[src/hw/ctrl_pkg.sv]
/* Cabinet control types and PS/2 set-2 key codes.
   Extended keys (arrows) match on the low code byte only. */
`default_nettype none

package ctrl_pkg;

	// Active-high held button levels
	typedef struct packed {
		logic left;
		logic right;
		logic fire;
		logic fast;
		logic coin1;
		logic coin2;
		logic start1;
		logic start2;
		logic pause;
		logic service;
	} btn_t;

	// Active-low game side inputs
	typedef struct packed {
		logic shot;
		logic service;
		logic start1;
		logic start2;
		logic coin1;
		logic coin2;
	} game_in_t;

	// One download write from the loader
	typedef struct packed {
		logic        wr;     // Write strobe
		logic [7:0]  index;  // Download target
		logic [24:0] addr;
		logic [7:0]  data;
	} dl_wr_t;

	localparam logic [7:0] KEY_START1  = 8'h16;  // 1
	localparam logic [7:0] KEY_START2  = 8'h1E;  // 2
	localparam logic [7:0] KEY_COIN1   = 8'h2E;  // 5
	localparam logic [7:0] KEY_COIN2   = 8'h36;  // 6
	localparam logic [7:0] KEY_SERVICE = 8'h46;  // 9
	localparam logic [7:0] KEY_PAUSE   = 8'h4D;  // P
	localparam logic [7:0] KEY_FAST    = 8'h11;  // Alt
	localparam logic [7:0] KEY_LEFT    = 8'h6B;
	localparam logic [7:0] KEY_RIGHT   = 8'h74;
	localparam logic [7:0] KEY_FIRE    = 8'h29;  // Space

	localparam logic [7:0] DIP_INDEX = 8'd254;
	localparam int         DIP_BYTES = 8;
	localparam int         DIP_AW    = $clog2(DIP_BYTES);  // Byte select width

endpackage

`default_nettype wire

[src/hw/spin_pkg.sv]
/* Spinner timing for a 48 MHz system clock and the AB pattern type.
   Divider lengths are counted in CLK_48M cycles, step period in 6 MHz ticks. */
`default_nettype none

package spin_pkg;

	typedef logic [1:0] quad_t;  // {A, B}

	localparam quad_t QUAD_IDLE = 2'b11;

	localparam int POS_W = 12;  // Two's complement signed position

	// Emulator tick of 48 / 8 = 6 MHz
	localparam int                   EMU_CE_DIV  = 8;
	localparam int                   EMU_CE_W    = $clog2(EMU_CE_DIV);
	localparam logic [EMU_CE_W-1:0]  EMU_CE_LAST = EMU_CE_W'(EMU_CE_DIV - 1);

	// One emitted step per 1500 ticks for 4 kHz
	localparam int                   STEP_TICKS  = 1500;
	localparam int                   STEP_W      = $clog2(STEP_TICKS);
	localparam logic [STEP_W-1:0]    STEP_LAST   = STEP_W'(STEP_TICKS - 1);

	// Real encoder sampling at 48 / 4 = 12 MHz
	localparam int                   IO_CE_DIV   = 4;
	localparam int                   IO_CE_W     = $clog2(IO_CE_DIV);
	localparam logic [IO_CE_W-1:0]   IO_CE_LAST  = IO_CE_W'(IO_CE_DIV - 1);

endpackage

`default_nettype wire

[src/hw/arcade_controls.sv]
/* Player-control front end; outputs are active low toward the game core.
   Real encoder on user_in[1:0] takes over on its first movement. */
`timescale 1ns/1ns
`default_nettype none

module arcade_controls (
	input  wire                CLK_48M,
	input  wire                rst_n,
	input  wire [10:0]         ps2_key,
	input  wire [24:0]         ps2_mouse,
	input  wire [31:0]         joy,            // Both pads ORed
	input  wire [7:0]          user_in,        // AB encoder on [1:0] and fire on [3]
	input  wire                io_spinner_en,
	input  ctrl_pkg::dl_wr_t   dl,
	output ctrl_pkg::game_in_t game_in,
	output spin_pkg::quad_t    spinner,
	output logic [7:0]         dip_sw
);

	ctrl_pkg::btn_t  btns;
	spin_pkg::quad_t emu_ab;
	spin_pkg::quad_t io_ab;
	logic            mouse_seen;
	logic            use_io;   // Real encoder selected
	logic [1:0]      enc_q;    // Encoder change detect
	logic            io_fire;

	key_decoder key_decoder_inst (
		.CLK_48M (CLK_48M),
		.rst_n   (rst_n),
		.ps2_key (ps2_key),
		.btns    (btns)
	);

	spinner_emulator spinner_emulator_inst (
		.CLK_48M    (CLK_48M),
		.rst_n      (rst_n),
		.ps2_mouse  (ps2_mouse),
		.ab         (emu_ab),
		.mouse_seen (mouse_seen)
	);

	encoder_halver encoder_halver_inst (
		.CLK_48M (CLK_48M),
		.rst_n   (rst_n),
		.enc     (user_in[1:0]),
		.ab      (io_ab)
	);

	dip_loader dip_loader_inst (
		.CLK_48M (CLK_48M),
		.rst_n   (rst_n),
		.dl      (dl),
		.dip_sw  (dip_sw)
	);

	////////////////////////////////////////////////////////////////////////////
	// Spinner source select

	always_ff @(posedge CLK_48M) begin
		if (!rst_n) begin
			enc_q  <= user_in[1:0];  // Idle encoder level is not movement
			use_io <= 1'b0;
		end else begin
			enc_q <= user_in[1:0];
			if (mouse_seen || !io_spinner_en)
				use_io <= 1'b0;  // Mouse or disable wins
			else if (enc_q != user_in[1:0])
				use_io <= 1'b1;
		end
	end

	assign spinner = use_io ? io_ab : emu_ab;

	////////////////////////////////////////////////////////////////////////////
	// Button merge, inverted for the game

	assign io_fire = use_io & ~user_in[3];  // Low-active cabinet fire button

	assign game_in.shot    = ~(btns.fire | joy[4] | (|ps2_mouse[1:0]) | io_fire);
	assign game_in.start1  = ~(btns.start1 | joy[6]);
	assign game_in.start2  = ~(btns.start2 | joy[8]);
	assign game_in.coin1   = ~(btns.coin1 | joy[7]);
	assign game_in.coin2   = ~btns.coin2;    // Keyboard only
	assign game_in.service = ~btns.service;

endmodule

`default_nettype wire

[src/hw/dip_loader.sv]
/* DIP bank loaded from download index 254; only byte 0 reaches the game.
   Bank reads back as all switches off until loaded. */
`timescale 1ns/1ns
`default_nettype none

module dip_loader (
	input  wire              CLK_48M,
	input  wire              rst_n,
	input  ctrl_pkg::dl_wr_t dl,
	output logic [7:0]       dip_sw  // Active low
);

	logic [7:0] bank [ctrl_pkg::DIP_BYTES];
	logic       hit;

	// Right index and inside the bank
	assign hit = dl.wr && (dl.index == ctrl_pkg::DIP_INDEX) &&
	             (dl.addr < 25'(ctrl_pkg::DIP_BYTES));

	always_ff @(posedge CLK_48M) begin
		if (!rst_n) begin
			for (int i = 0; i < ctrl_pkg::DIP_BYTES; i++)
				bank[i] <= '0;
		end else if (hit) begin
			bank[dl.addr[ctrl_pkg::DIP_AW-1:0]] <= dl.data;
		end
	end

	assign dip_sw = ~bank[0];  // Stored ones mean switch on

endmodule

`default_nettype wire

[src/hw/encoder_halver.sv]
/* 600-pulse AB encoder in, game-rate pattern out; only phase A edges count.
   Phase changes faster than 12 MHz are lost. */
`timescale 1ns/1ns
`default_nettype none

module encoder_halver (
	input  wire             CLK_48M,
	input  wire             rst_n,
	input  wire [1:0]       enc,  // {B, A}
	output spin_pkg::quad_t ab
);

	logic [spin_pkg::IO_CE_W-1:0] ce_cnt;  // 12 MHz sample divider
	logic                         a_q;     // Sampled phase A
	logic                         tick;
	logic                         step;

	assign tick = (ce_cnt == '0);
	assign step = tick & (a_q != enc[0]);  // One step per A change

	always_ff @(posedge CLK_48M) begin
		if (!rst_n) begin
			ce_cnt <= '0;
			a_q    <= enc[0];
		end else begin
			ce_cnt <= (ce_cnt == spin_pkg::IO_CE_LAST) ? '0 : ce_cnt + 1'b1;
			if (tick)
				a_q <= enc[0];
		end
	end

	// A xor B gives rotation sense
	quad_stepper quad_stepper_inst (
		.CLK_48M (CLK_48M),
		.rst_n   (rst_n),
		.step    (step),
		.up      (enc[0] ^ enc[1]),
		.ab      (ab)
	);

endmodule

`default_nettype wire

[src/hw/key_decoder.sv]
/* Key events arrive as a toggle in bit 10; a missed toggle loses the event.
   Codes outside the cabinet map leave the buttons untouched. */
`timescale 1ns/1ns
`default_nettype none

module key_decoder (
	input  wire               CLK_48M,
	input  wire               rst_n,
	input  wire [10:0]        ps2_key,  // {toggle, pressed, unused, code}
	output ctrl_pkg::btn_t    btns
);

	logic       tog_q;    // Last seen event toggle
	logic       pressed;
	logic [7:0] code;

	assign pressed = ps2_key[9];
	assign code    = ps2_key[7:0];

	always_ff @(posedge CLK_48M) begin
		if (!rst_n) begin
			tog_q <= ps2_key[10];  // Track input so reset creates no event
			btns  <= '0;
		end else begin
			tog_q <= ps2_key[10];
			if (tog_q != ps2_key[10]) begin  // New key event
				case (code)
					ctrl_pkg::KEY_START1:  btns.start1  <= pressed;
					ctrl_pkg::KEY_START2:  btns.start2  <= pressed;
					ctrl_pkg::KEY_COIN1:   btns.coin1   <= pressed;
					ctrl_pkg::KEY_COIN2:   btns.coin2   <= pressed;
					ctrl_pkg::KEY_SERVICE: btns.service <= pressed;
					ctrl_pkg::KEY_PAUSE:   btns.pause   <= pressed;
					// Play keys
					ctrl_pkg::KEY_FAST:    btns.fast    <= pressed;
					ctrl_pkg::KEY_LEFT:    btns.left    <= pressed;
					ctrl_pkg::KEY_RIGHT:   btns.right   <= pressed;
					ctrl_pkg::KEY_FIRE:    btns.fire    <= pressed;
					default: ;  // Unmapped key
				endcase
			end
		end
	end

endmodule

`default_nettype wire

[src/hw/quad_stepper.sv]
/* One position per step strobe; the strobe must be a single-cycle pulse. */
`timescale 1ns/1ns
`default_nettype none

module quad_stepper (
	input  wire             CLK_48M,
	input  wire             rst_n,
	input  wire             step,  // Advance one position
	input  wire             up,    // 1 = 00,01,11,10 order
	output spin_pkg::quad_t ab
);

	always_ff @(posedge CLK_48M) begin
		if (!rst_n) begin
			ab <= spin_pkg::QUAD_IDLE;
		end else if (step) begin
			case ({up, ab})
				// Up walk
				3'b1_00: ab <= 2'b01;
				3'b1_01: ab <= 2'b11;
				3'b1_11: ab <= 2'b10;
				3'b1_10: ab <= 2'b00;
				// Down walk
				3'b0_00: ab <= 2'b10;
				3'b0_10: ab <= 2'b11;
				3'b0_11: ab <= 2'b01;
				default: ab <= 2'b00;  // 01 going down
			endcase
		end
	end

endmodule

`default_nettype wire

[src/hw/spinner_emulator.sv]
/* Mouse dx feeds a signed position drained toward zero at 4 kHz.
   Reports are dropped while the position is near saturation. */
`timescale 1ns/1ns
`default_nettype none

module spinner_emulator (
	input  wire             CLK_48M,
	input  wire             rst_n,
	input  wire [24:0]      ps2_mouse,  // {toggle, .., dx, .., dx sign, .., buttons}
	output spin_pkg::quad_t ab,
	output logic            mouse_seen  // One tick wide per report
);

	logic [spin_pkg::EMU_CE_W-1:0] ce_cnt;    // 6 MHz divider
	logic [spin_pkg::STEP_W-1:0]   step_cnt;  // Step period counter
	logic [spin_pkg::POS_W-1:0]    pos;       // Signed pending steps
	logic                          tog_q;
	logic                          tick;
	logic                          add_ok;
	logic                          step;
	logic [spin_pkg::POS_W-1:0]    dx;
	logic [spin_pkg::POS_W-1:0]    step_adj;
	logic [spin_pkg::POS_W-1:0]    add_val;

	assign tick       = (ce_cnt == '0);
	assign mouse_seen = tick & (tog_q != ps2_mouse[24]);

	// Top two bits equal means room for one more 8-bit report
	assign add_ok = (pos[spin_pkg::POS_W-1] == pos[spin_pkg::POS_W-2]);

	assign dx = {{(spin_pkg::POS_W-8){ps2_mouse[4]}}, ps2_mouse[15:8]};

	assign step = tick & (step_cnt == '0) & (pos != '0);

	// Negative walks up toward zero and positive walks down
	assign step_adj = pos[spin_pkg::POS_W-1] ? spin_pkg::POS_W'(1) : '1;
	assign add_val  = (mouse_seen && add_ok) ? dx : '0;

	always_ff @(posedge CLK_48M) begin
		if (!rst_n) begin
			ce_cnt   <= '0;
			step_cnt <= '0;
			pos      <= '0;
			tog_q    <= ps2_mouse[24];  // No report out of reset
		end else begin
			ce_cnt <= (ce_cnt == spin_pkg::EMU_CE_LAST) ? '0 : ce_cnt + 1'b1;
			if (tick) begin
				tog_q    <= ps2_mouse[24];
				step_cnt <= (step_cnt == spin_pkg::STEP_LAST) ? '0 : step_cnt + 1'b1;
				// Drain and new report combine in one update
				pos      <= pos + (step ? step_adj : '0) + add_val;
			end
		end
	end

	quad_stepper quad_stepper_inst (
		.CLK_48M (CLK_48M),
		.rst_n   (rst_n),
		.step    (step),
		.up      (pos[spin_pkg::POS_W-1]),
		.ab      (ab)
	);

endmodule

`default_nettype wire

[config.mk]
export PLATFORM = sky130hd
export DESIGN_NAME = arcade_controls
export DESIGN_NICKNAME = d
export VERILOG_FILES = /design/src/hw/ctrl_pkg.sv /design/src/hw/spin_pkg.sv /design/src/hw/arcade_controls.sv /design/src/hw/dip_loader.sv /design/src/hw/encoder_halver.sv /design/src/hw/key_decoder.sv /design/src/hw/quad_stepper.sv /design/src/hw/spinner_emulator.sv
export SDC_FILE = /design/constraint.sdc
export NUM_CORES = 1
export LEC_CHECK = 0
export ABC_CLOCK_PERIOD_IN_PS = 4650
export BUFFER_PORTS_ARGS = -buffer_cell sky130_fd_sc_hd__buf_2
export CAP_MARGIN = 20
export CORE_MARGIN = 2
export CORE_UTILIZATION = 35
export CTS_BUF_LIST = sky130_fd_sc_hd__clkbuf_2
export DETAILED_ROUTE_END_ITERATION = 6
export PLACE_DENSITY = 0.7
export SYNTH_ARGS = -nofsm -noshare
export SYNTH_HDL_FRONTEND = slang
export SYNTH_SLANG_ARGS = --single-unit
[constraint.sdc]
create_clock -name CLK_48M -period 4.65 [get_ports CLK_48M]
set_input_delay 0.2325 -clock CLK_48M [delete_from_list [all_inputs] [get_ports CLK_48M]]
set_output_delay 0.2325 -clock CLK_48M [all_outputs]
set_load 0.01 [all_outputs]
==> flow_metrics.py, run 1 <==
metrics = {
    "run_status": {
        "status": "finished, final reports clean",
    },
    "critical_path": {
        "start_kind": "flip-flop",
        "r2r_start": "spinner_emulator_inst.pos[11]$_SDFFE_PN0N_",
        "cp.required_ns": 5.01,
        "critPathLaunch": "spinner_emulator_inst.pos[11]$_SDFFE_PN0N_",
        "critPathBufInv": 3,
        "path_max_fanout": 9,
        "cp_data_arrival_time_ns": 4.80,
        "slowest_stage": "fa_1",
        "crit_chain": "inv_1 > ha_1 > nor4b_1 > nand3_1 > nand4_1 > nor2_1 > clkinvlp_4 > fa_1 > inv_1 > ha_1 > fa_1 > a211oi_2 > o21ai_2 > a21oi_1 > mux2_2 > o31ai_1",
        "crit_path_end_kind": "flip-flop",
        "crit_family": "adder cells",
        "critical_path_class": "reg2reg",
        "cpPeakStageDelay_ns": 0.57,
    },
    "grt": {
        "grt-ovfl-total": 0,
        "antenna_found_initial": 1,
        "grt_pass1_wl_um": 10900,
        "grt_max_degree": 22,
        "grt_pass1_vias": 2541,
        "grt_usage_pct": 13.2,
    },
    "yosys": {
        "synth_edf_count": 10,
        "synth.ff_latch_count": 52,
        "synth-async-reset-ratio_pct": 0,
        "yosysUniqueCellTypes": 56,
        "synth_largest_area_cell": "dfxtp_1",
        "synth_fp_nets": 518,
        "synthCells": 366,
        "yosysWarnings": 0,
        "seq_area_frac_synth_pct": 35.0,
        "avgSynthCellArea_um2": 8.92,
        "synth_top_cell_area_share_pct": 25.8,
        "synth_area_um2": 3260,
        "synthFlopType": "dfxtp_1",
        "yosys-top-cells-area": "dfxtp_1 (26%), edfxtp_1 (9.2%), fa_1 (7.4%), ha_1 (7.3%), inv_1 (5.9%)",
    },
    "sta": {
        "finalCritPeriodShare_pct": 95.6,
        "fin_crit_ns": 4.44,
        "slew_headroom_pct": 55.1,
        "tightest_slew_ns": 0.670,
        "fmax_mhz": 225,
        "final_max_slew_viol_count": 0,
        "skew_ns": 0.0202,
        "hold_ws_ns": 0.0640,
        "finalHoldViolations": 0,
        "report.final.setup_viol": 0,
        "layout_setup_ws_ns": 0.206,
    },
    "run": {
        "maxCapViolCount": 0,
    },
    "cells_and_area": {
        "area_growth_pct": 21.3,
        "drive_above_1_share_pct": 25.6,
        "nets": 619,
        "layout_commonest_cell": "buf_2",
        "layout_common_cells": "buf_2 (89), inv_1 (50), dfxtp_1 (42), nand2_1 (34), nor2_1 (26)",
        "final_util_pct": 43.3,
        "final_cells": 580,
    },
    "floorplan": {
        "dieArea_um2": 10100,
        "core-area_um2": 9150,
        "pin_count": 137,
        "initial_utilization_pct": 35.7,
        "dieHeight_um": 101,
        "die_w_um": 101,
        "rows": 35,
    },
    "drt": {
        "totalWireLength_um": 6900,
        "wl_per_cell_um": 11.9,
        "firstDrtPassIters": 4,
        "num_vias": 2810,
        "drc": 0,
        "vias_per_cell": 4.84,
        "ant_nets": 0,
        "drtIter0Drc": 69,
    },
    "clocking": {
        "cts_buffers": 5,
        "clk_path_buf_depth": 2,
        "clkSinkCount": 52,
        "htreeDepth": 2,
        "root_buffer": "clkbuf_2",
        "cts_tree": "done",
        "clock_latency_ns": 0.42,
        "clk_pin_slew_ns": 0.26,
    },
    "place": {
        "place_congestion": 0.807,
        "placed_cells": 559,
        "dp_slack_ns": 0.260,
        "dpl.hpwl_um": 5370,
        "port_buffers": 89,
    },
    "power_and_ir_drop": {
        "p_leak_nw": 1.91,
        "finalPower_mw": 1.79,
        "ir_drop_v": 0.000213,
        "powerDensity_nw_per_um2": 452,
    },
    "min_path": {
        "hold_path.class": "in2reg",
        "hp-start": "dl[0]",
    },
}
==> what timing repair did <==
action / CTS / global route
hold buffers: 4 / 0
setup endpoints to repair: 0 / 2
buffers inserted: 0 / 8
resized for setup: 0 / 1
endpoints found under the hold margin: 4 / 0
==> cells by family after synthesis <==
logic type                 count (synthesis)  share of synthesized area (%)
DFF                                       52                           35.0
and+or+nand+nor                          140                           23.5
AOI/OAI and AO/OA                         49                           9.93
muxes                                     10                           3.18
buffers and inverters                     61                           7.67
adders and majority gates                 31                           14.6
xor gates and xnor gates                  23                           6.17
==> path summary, 6_finish.rpt <==
| kind | end | slack [ns] | cells past startpoint |
|---|---|---|---|
| setup / recovery | spinner_emulator_inst.pos[9]$_SDFFE_PN0N_ | 0.21 | 16 |
| hold / removal | dip_loader_inst.bank[0][0]$_SDFFCE_PN0P_ | 0.06 | 2 |
| setup reg to reg | spinner_emulator_inst.pos[9]$_SDFFE_PN0N_ | 0.21 | 16 |
| hold reg to reg | encoder_halver_inst.ce_cnt[0]$_SDFF_PP0_ | 0.47 | 1 |
==> Yosys cell counts (all sizes together), types with 2 or more instances <==
cell type	count
inv	52
dfxtp	42
nand2	34
nor2	26
ha	19
xor2	17
a21oi	16
nand3	15
fa	12
and2	11
edfxtp	10
nand4	9
o21ai	9
nor3	8
nor4	8
mux2i	7
nor4b	7
xnor2	6
a21o	5
clkbuf	5
a211oi	4
buf	4
nor3b	4
o211ai	4
or3	4
and3	3
mux2	3
nand2b	3
nand4b	3
a31oi	2
o32ai	2
or4	2
==> per-stage QoR <==
step / TNS, ns / cell area [µm²]
CTS: 0 / 3890
global placement: 0 / 3810
floorplan: 0 / 3260
finish: 0 / 3960
detailed placement: 0 / 3810
global route: -0.108 / 3960
==> cell type report <==
cell class / instances / area (µm²)
sequential: 52 / 1140
multi-input combinational: 253 / 1870
clock inverter: 2 / 16.3
timing repair buffer: 103 / 561
inverter: 52 / 199
antenna: 1 / 2.50
clock buffer: 6 / 30.0
tap: 111 / 139
fill: 908 / 5190
==> metal layers <==
layer | routed length (µm) | global-route usage, % | up-vias
li1 | - | - | 1452
met1 | 3070 | 16.2 | 1290
met2 | 3470 | 23.9 | 63
met3 | 282 | 2.08 | 5
met4 | 78 | 3.79 | 0
met5 | 0 | 0 | -
==> state kept, by name, indices dropped and copies added (netlist names), 2 cells and up <==
| register | count |
|---|---|
| spinner_emulator_inst.step_cnt | 11 |
| spinner_emulator_inst.quad_stepper_inst.ab | 2 |
| spinner_emulator_inst.pos | 12 |
| key_decoder_inst.btns | 6 |
| dip_loader_inst.bank | 8 |
| encoder_halver_inst.ce_cnt | 2 |
| spinner_emulator_inst.ce_cnt | 3 |
| encoder_halver_inst.quad_stepper_inst.ab | 2 |
| enc_q | 2 |
==> report_power, final <==
group / total, mW / switching, mW / leakage, nW / internal (mW)
logic: 1.03 / 0.580 / 1.44 / 0.445
registers: 0.584 / 0.0552 / 0.441 / 0.528
clock network: 0.180 / 0.139 / 0.0292 / 0.0403
total: 1.79 / 0.775 / 1.91 / 1.01
No activity file was read; power rests on OpenSTA's default activity.
==> run 2: changes to the inputs <==
--- a/config.mk
+++ b/config.mk
@@ -5,6 +5,7 @@
 export SDC_FILE = /design/constraint.sdc
 export NUM_CORES = 1
 export LEC_CHECK = 0
+export ABC_AREA = 1
 export ABC_CLOCK_PERIOD_IN_PS = 4650
 export BUFFER_PORTS_ARGS = -buffer_cell sky130_fd_sc_hd__buf_2
 export CAP_MARGIN = 20
@@ -12,7 +13,7 @@
 export CORE_UTILIZATION = 35
 export CTS_BUF_LIST = sky130_fd_sc_hd__clkbuf_2
 export DETAILED_ROUTE_END_ITERATION = 6
-export PLACE_DENSITY = 0.7
+export PLACE_DENSITY = 0.69
 export SYNTH_ARGS = -nofsm -noshare
 export SYNTH_HDL_FRONTEND = slang
 export SYNTH_SLANG_ARGS = --single-unit
==> flow_metrics.py, run 2 <==
metrics = {
    "clocking": {
        "cts_tree": "done",
        "clkSinkCount": 52,
        "htreeDepth": 2,
        "clk_pin_slew_ns": 0.27,
        "clk_path_buf_depth": 2,
        "cts_setup_buffers": 0,
        "cts_buffers": 5,
        "root_buffer": "clkbuf_2",
        "clock_latency_ns": 0.46,
    },
    "drt": {
        "drtIter0Drc": 79,
        "num_vias": 3270,
        "firstDrtPassIters": 5,
        "drc": 0,
        "wl_per_cell_um": 10.8,
        "totalWireLength_um": 7720,
        "ant_nets": 0,
        "vias_per_cell": 4.55,
    },
    "cells_and_area": {
        "regMostFlops": "spinner_emulator_inst.pos",
        "area_growth_pct": 20.9,
        "layout_common_cells": "nand2_1 (107), inv_1 (103), buf_2 (90), nor2_1 (45), dfxtp_1 (42)",
        "antenna_cells": 0,
        "nets": 736,
        "final_util_pct": 43.1,
        "layout_commonest_cell": "nand2_1",
        "reg.largest.list": "spinner_emulator_inst.pos: 12 flops, spinner_emulator_inst.step_cnt: 11 flops, dip_loader_inst.bank: 8 flops",
        "drive_above_1_share_pct": 19.5,
        "largest_reg_flops": 12,
    },
    "sta": {
        "skew_ns": 0.0167,
        "rsz0062_at_grt": "no",
        "hold_ws_ns": 0.0608,
        "finalHoldViolations": 0,
        "finalCritPeriodShare_pct": 76.8,
        "final_max_slew_viol_count": 0,
        "slew_headroom_pct": 69.3,
        "report.final.setup_viol": 0,
        "tightest_slew_ns": 0.457,
        "fmax_mhz": 280,
        "fin_crit_ns": 3.57,
        "tns_ns": 0,
    },
    "yosys": {
        "synth_most_common_cell": "nand2_1",
        "synth_fp_nets": 635,
        "avgSynthCellArea_um2": 7.14,
        "seq_area_frac_synth_pct": 33.1,
        "synth_commonest_cells": "nand2_1 (107), inv_1 (103), nor2_1 (45), dfxtp_1 (42), nand3_1 (34)",
        "synth_largest_area_cell": "dfxtp_1",
        "synth_area_um2": 3450,
        "yosysUniqueCellTypes": 33,
        "yosys-top-cells-area": "dfxtp_1 (24%), nand2_1 (12%), inv_1 (11%), edfxtp_1 (8.7%), fa_1 (7.0%)",
        "synth-async-reset-ratio_pct": 0,
        "synth.ff_latch_count": 52,
        "synthCells": 483,
        "synth_edf_count": 10,
        "yosysWarnings": 0,
        "synthFlopType": "dfxtp_1",
        "synth_top_cell_area_share_pct": 24.4,
    },
    "critical_path": {
        "crit_path_end_kind": "flip-flop",
        "cp_data_arrival_time_ns": 3.97,
        "crit_family": "adder cells",
        "path_max_fanout": 13,
        "slowest_stage": "fa_1",
        "critPathBufInv": 6,
        "cpPeakStageDelay_ns": 0.49,
        "start_kind": "flip-flop",
        "crit_chain": "inv_1 > ha_1 > nand2_2 > inv_1 > buf_4 > nand2_1 > nor2_1 > inv_1 > nor2_4 > nand2_1 > fa_1 > inv_1 > ha_1 > fa_1 > nand2_1 > nand3_1 > and2_1 > nand2_1 > nand2_1 > nand2_1 > nand3_1 > nand2_1 > inv_1",
        "cp.required_ns": 5.04,
        "cpMostUsedCell": "nand2_1",
        "critical_path_class": "reg2reg",
    },
    "power_and_ir_drop": {
        "powerDensity_nw_per_um2": 402,
        "p_leak_nw": 2.14,
        "ir_drop_v": 0.000148,
    },
    "floorplan": {
        "dieHeight_um": 103,
        "die_w_um": 103,
        "pin_count": 137,
        "dieArea_um2": 10700,
        "initial_utilization_pct": 35.6,
        "core-area_um2": 9680,
        "rows": 36,
    },
    "grt": {
        "grt-ovfl-total": 0,
        "grt_usage_pct": 14.6,
        "grt_pass1_vias": 2994,
        "grt_max_degree": 18,
        "grt_pass1_wl_um": 12500,
        "antenna_found_initial": 0,
    },
    "place": {
        "port_buffers": 89,
        "dpl.hpwl_um": 6210,
        "place_congestion": 0.893,
    },
    "min_path": {
        "hold_path.class": "in2reg",
    },
    "run": {
        "maxCapViolCount": 0,
    },
    "run_status": {
        "status": "finished, final reports clean",
    },
}
-- run 2: cell types whose count changed in the layout (fill, tap and decap cells not counted), moves of 8 or more --
cell     before  now
and2_1       10    1
inv_1        50  103
nor2_1       26   45
nor3b_1       4   12
o21ai_0       6   16
xor2_1       17    5
nand3_1      15   34
nand2_1      34  107
-- run 2: tightest hold or removal path, stage by stage --
cell and delay, ns:
buf_2 0.09, nor4_1 0.06, nand4_1 0.07, a21oi_1 0.06
-- run 2: metrics by stage --
step,setup slack (ns),std cells,area [µm²],power [mW]
finish,1.08,718,4170,1.68
global placement,1.13,704,4070,1.46
CTS,1.03,717,4170,1.69
floorplan,1.29,483,3450,1.26
detailed placement,1.10,704,4070,1.49
global route,0.765,718,4170,1.87
-- run 2: final timing paths --
check	from	to	slack (ns)	depth (start not counted)
worst min register to register	spinner_emulator_inst.ce_cnt[0]$_SDFF_PP0_	spinner_emulator_inst.ce_cnt[0]$_SDFF_PP0_	0.47	1
worst max register to register	spinner_emulator_inst.ce_cnt[0]$_SDFF_PP0_	spinner_emulator_inst.pos[9]$_SDFFE_PN0N_	1.08	23
worst min-delay path	ps2_key[1]	key_decoder_inst.btns[7]$_SDFFE_PN0P_	0.06	4
worst max-delay path	spinner_emulator_inst.ce_cnt[0]$_SDFF_PP0_	spinner_emulator_inst.pos[9]$_SDFFE_PN0N_	1.08	23
-- run 2: metal layers --
layer | part of all wire [%] | vias up | GRT usage, %
met1 | 46 | 1460 | 18.3
met4 | 1.6 | 0 | 4.15
met3 | 5.0 | 12 | 3.23
met5 | 0 | - | 0
li1 | - | 1720 | -
met2 | 48 | 78 | 25.2
-- run 2: cell families after synthesis --
logic type	count (synthesis)	synth area share [%]
XOR/XNOR	10	2.54
flip-flops	52	33.1
AO/OA/AOI/OAI	46	7.18
buffers and inverters	108	11.8
AND/OR/NAND/NOR	236	31.6
adder cells (fa/ha/maj)	31	13.9
-- run 2: final cells by class --
| class | count | area, µm² |
|---|---|---|
| Inverter | 104 | 390 |
| Tap cell | 133 | 166 |
| Timing Repair Buffer | 98 | 523 |
| Clock buffer | 5 | 25.0 |
| Clock inverter | 3 | 22.5 |
| Fill cell | 1007 | 5510 |
| Multi-Input combinational cell | 323 | 1900 |
| Sequential cell | 52 | 1140 |
-- run 2: timing repair --
item / CTS / global route
hold buffers: 5 / 0
endpoints found under the hold margin: 5 / 0
gates resized for setup: 0 / 0
-- run 2: report_power, final --
group | switching, mW | total (mW) | leakage (nW) | internal (mW)
combinational | 0.570 | 0.928 | 1.67 | 0.357
sequential | 0.0318 | 0.556 | 0.441 | 0.524
clock | 0.154 | 0.193 | 0.0333 | 0.0397
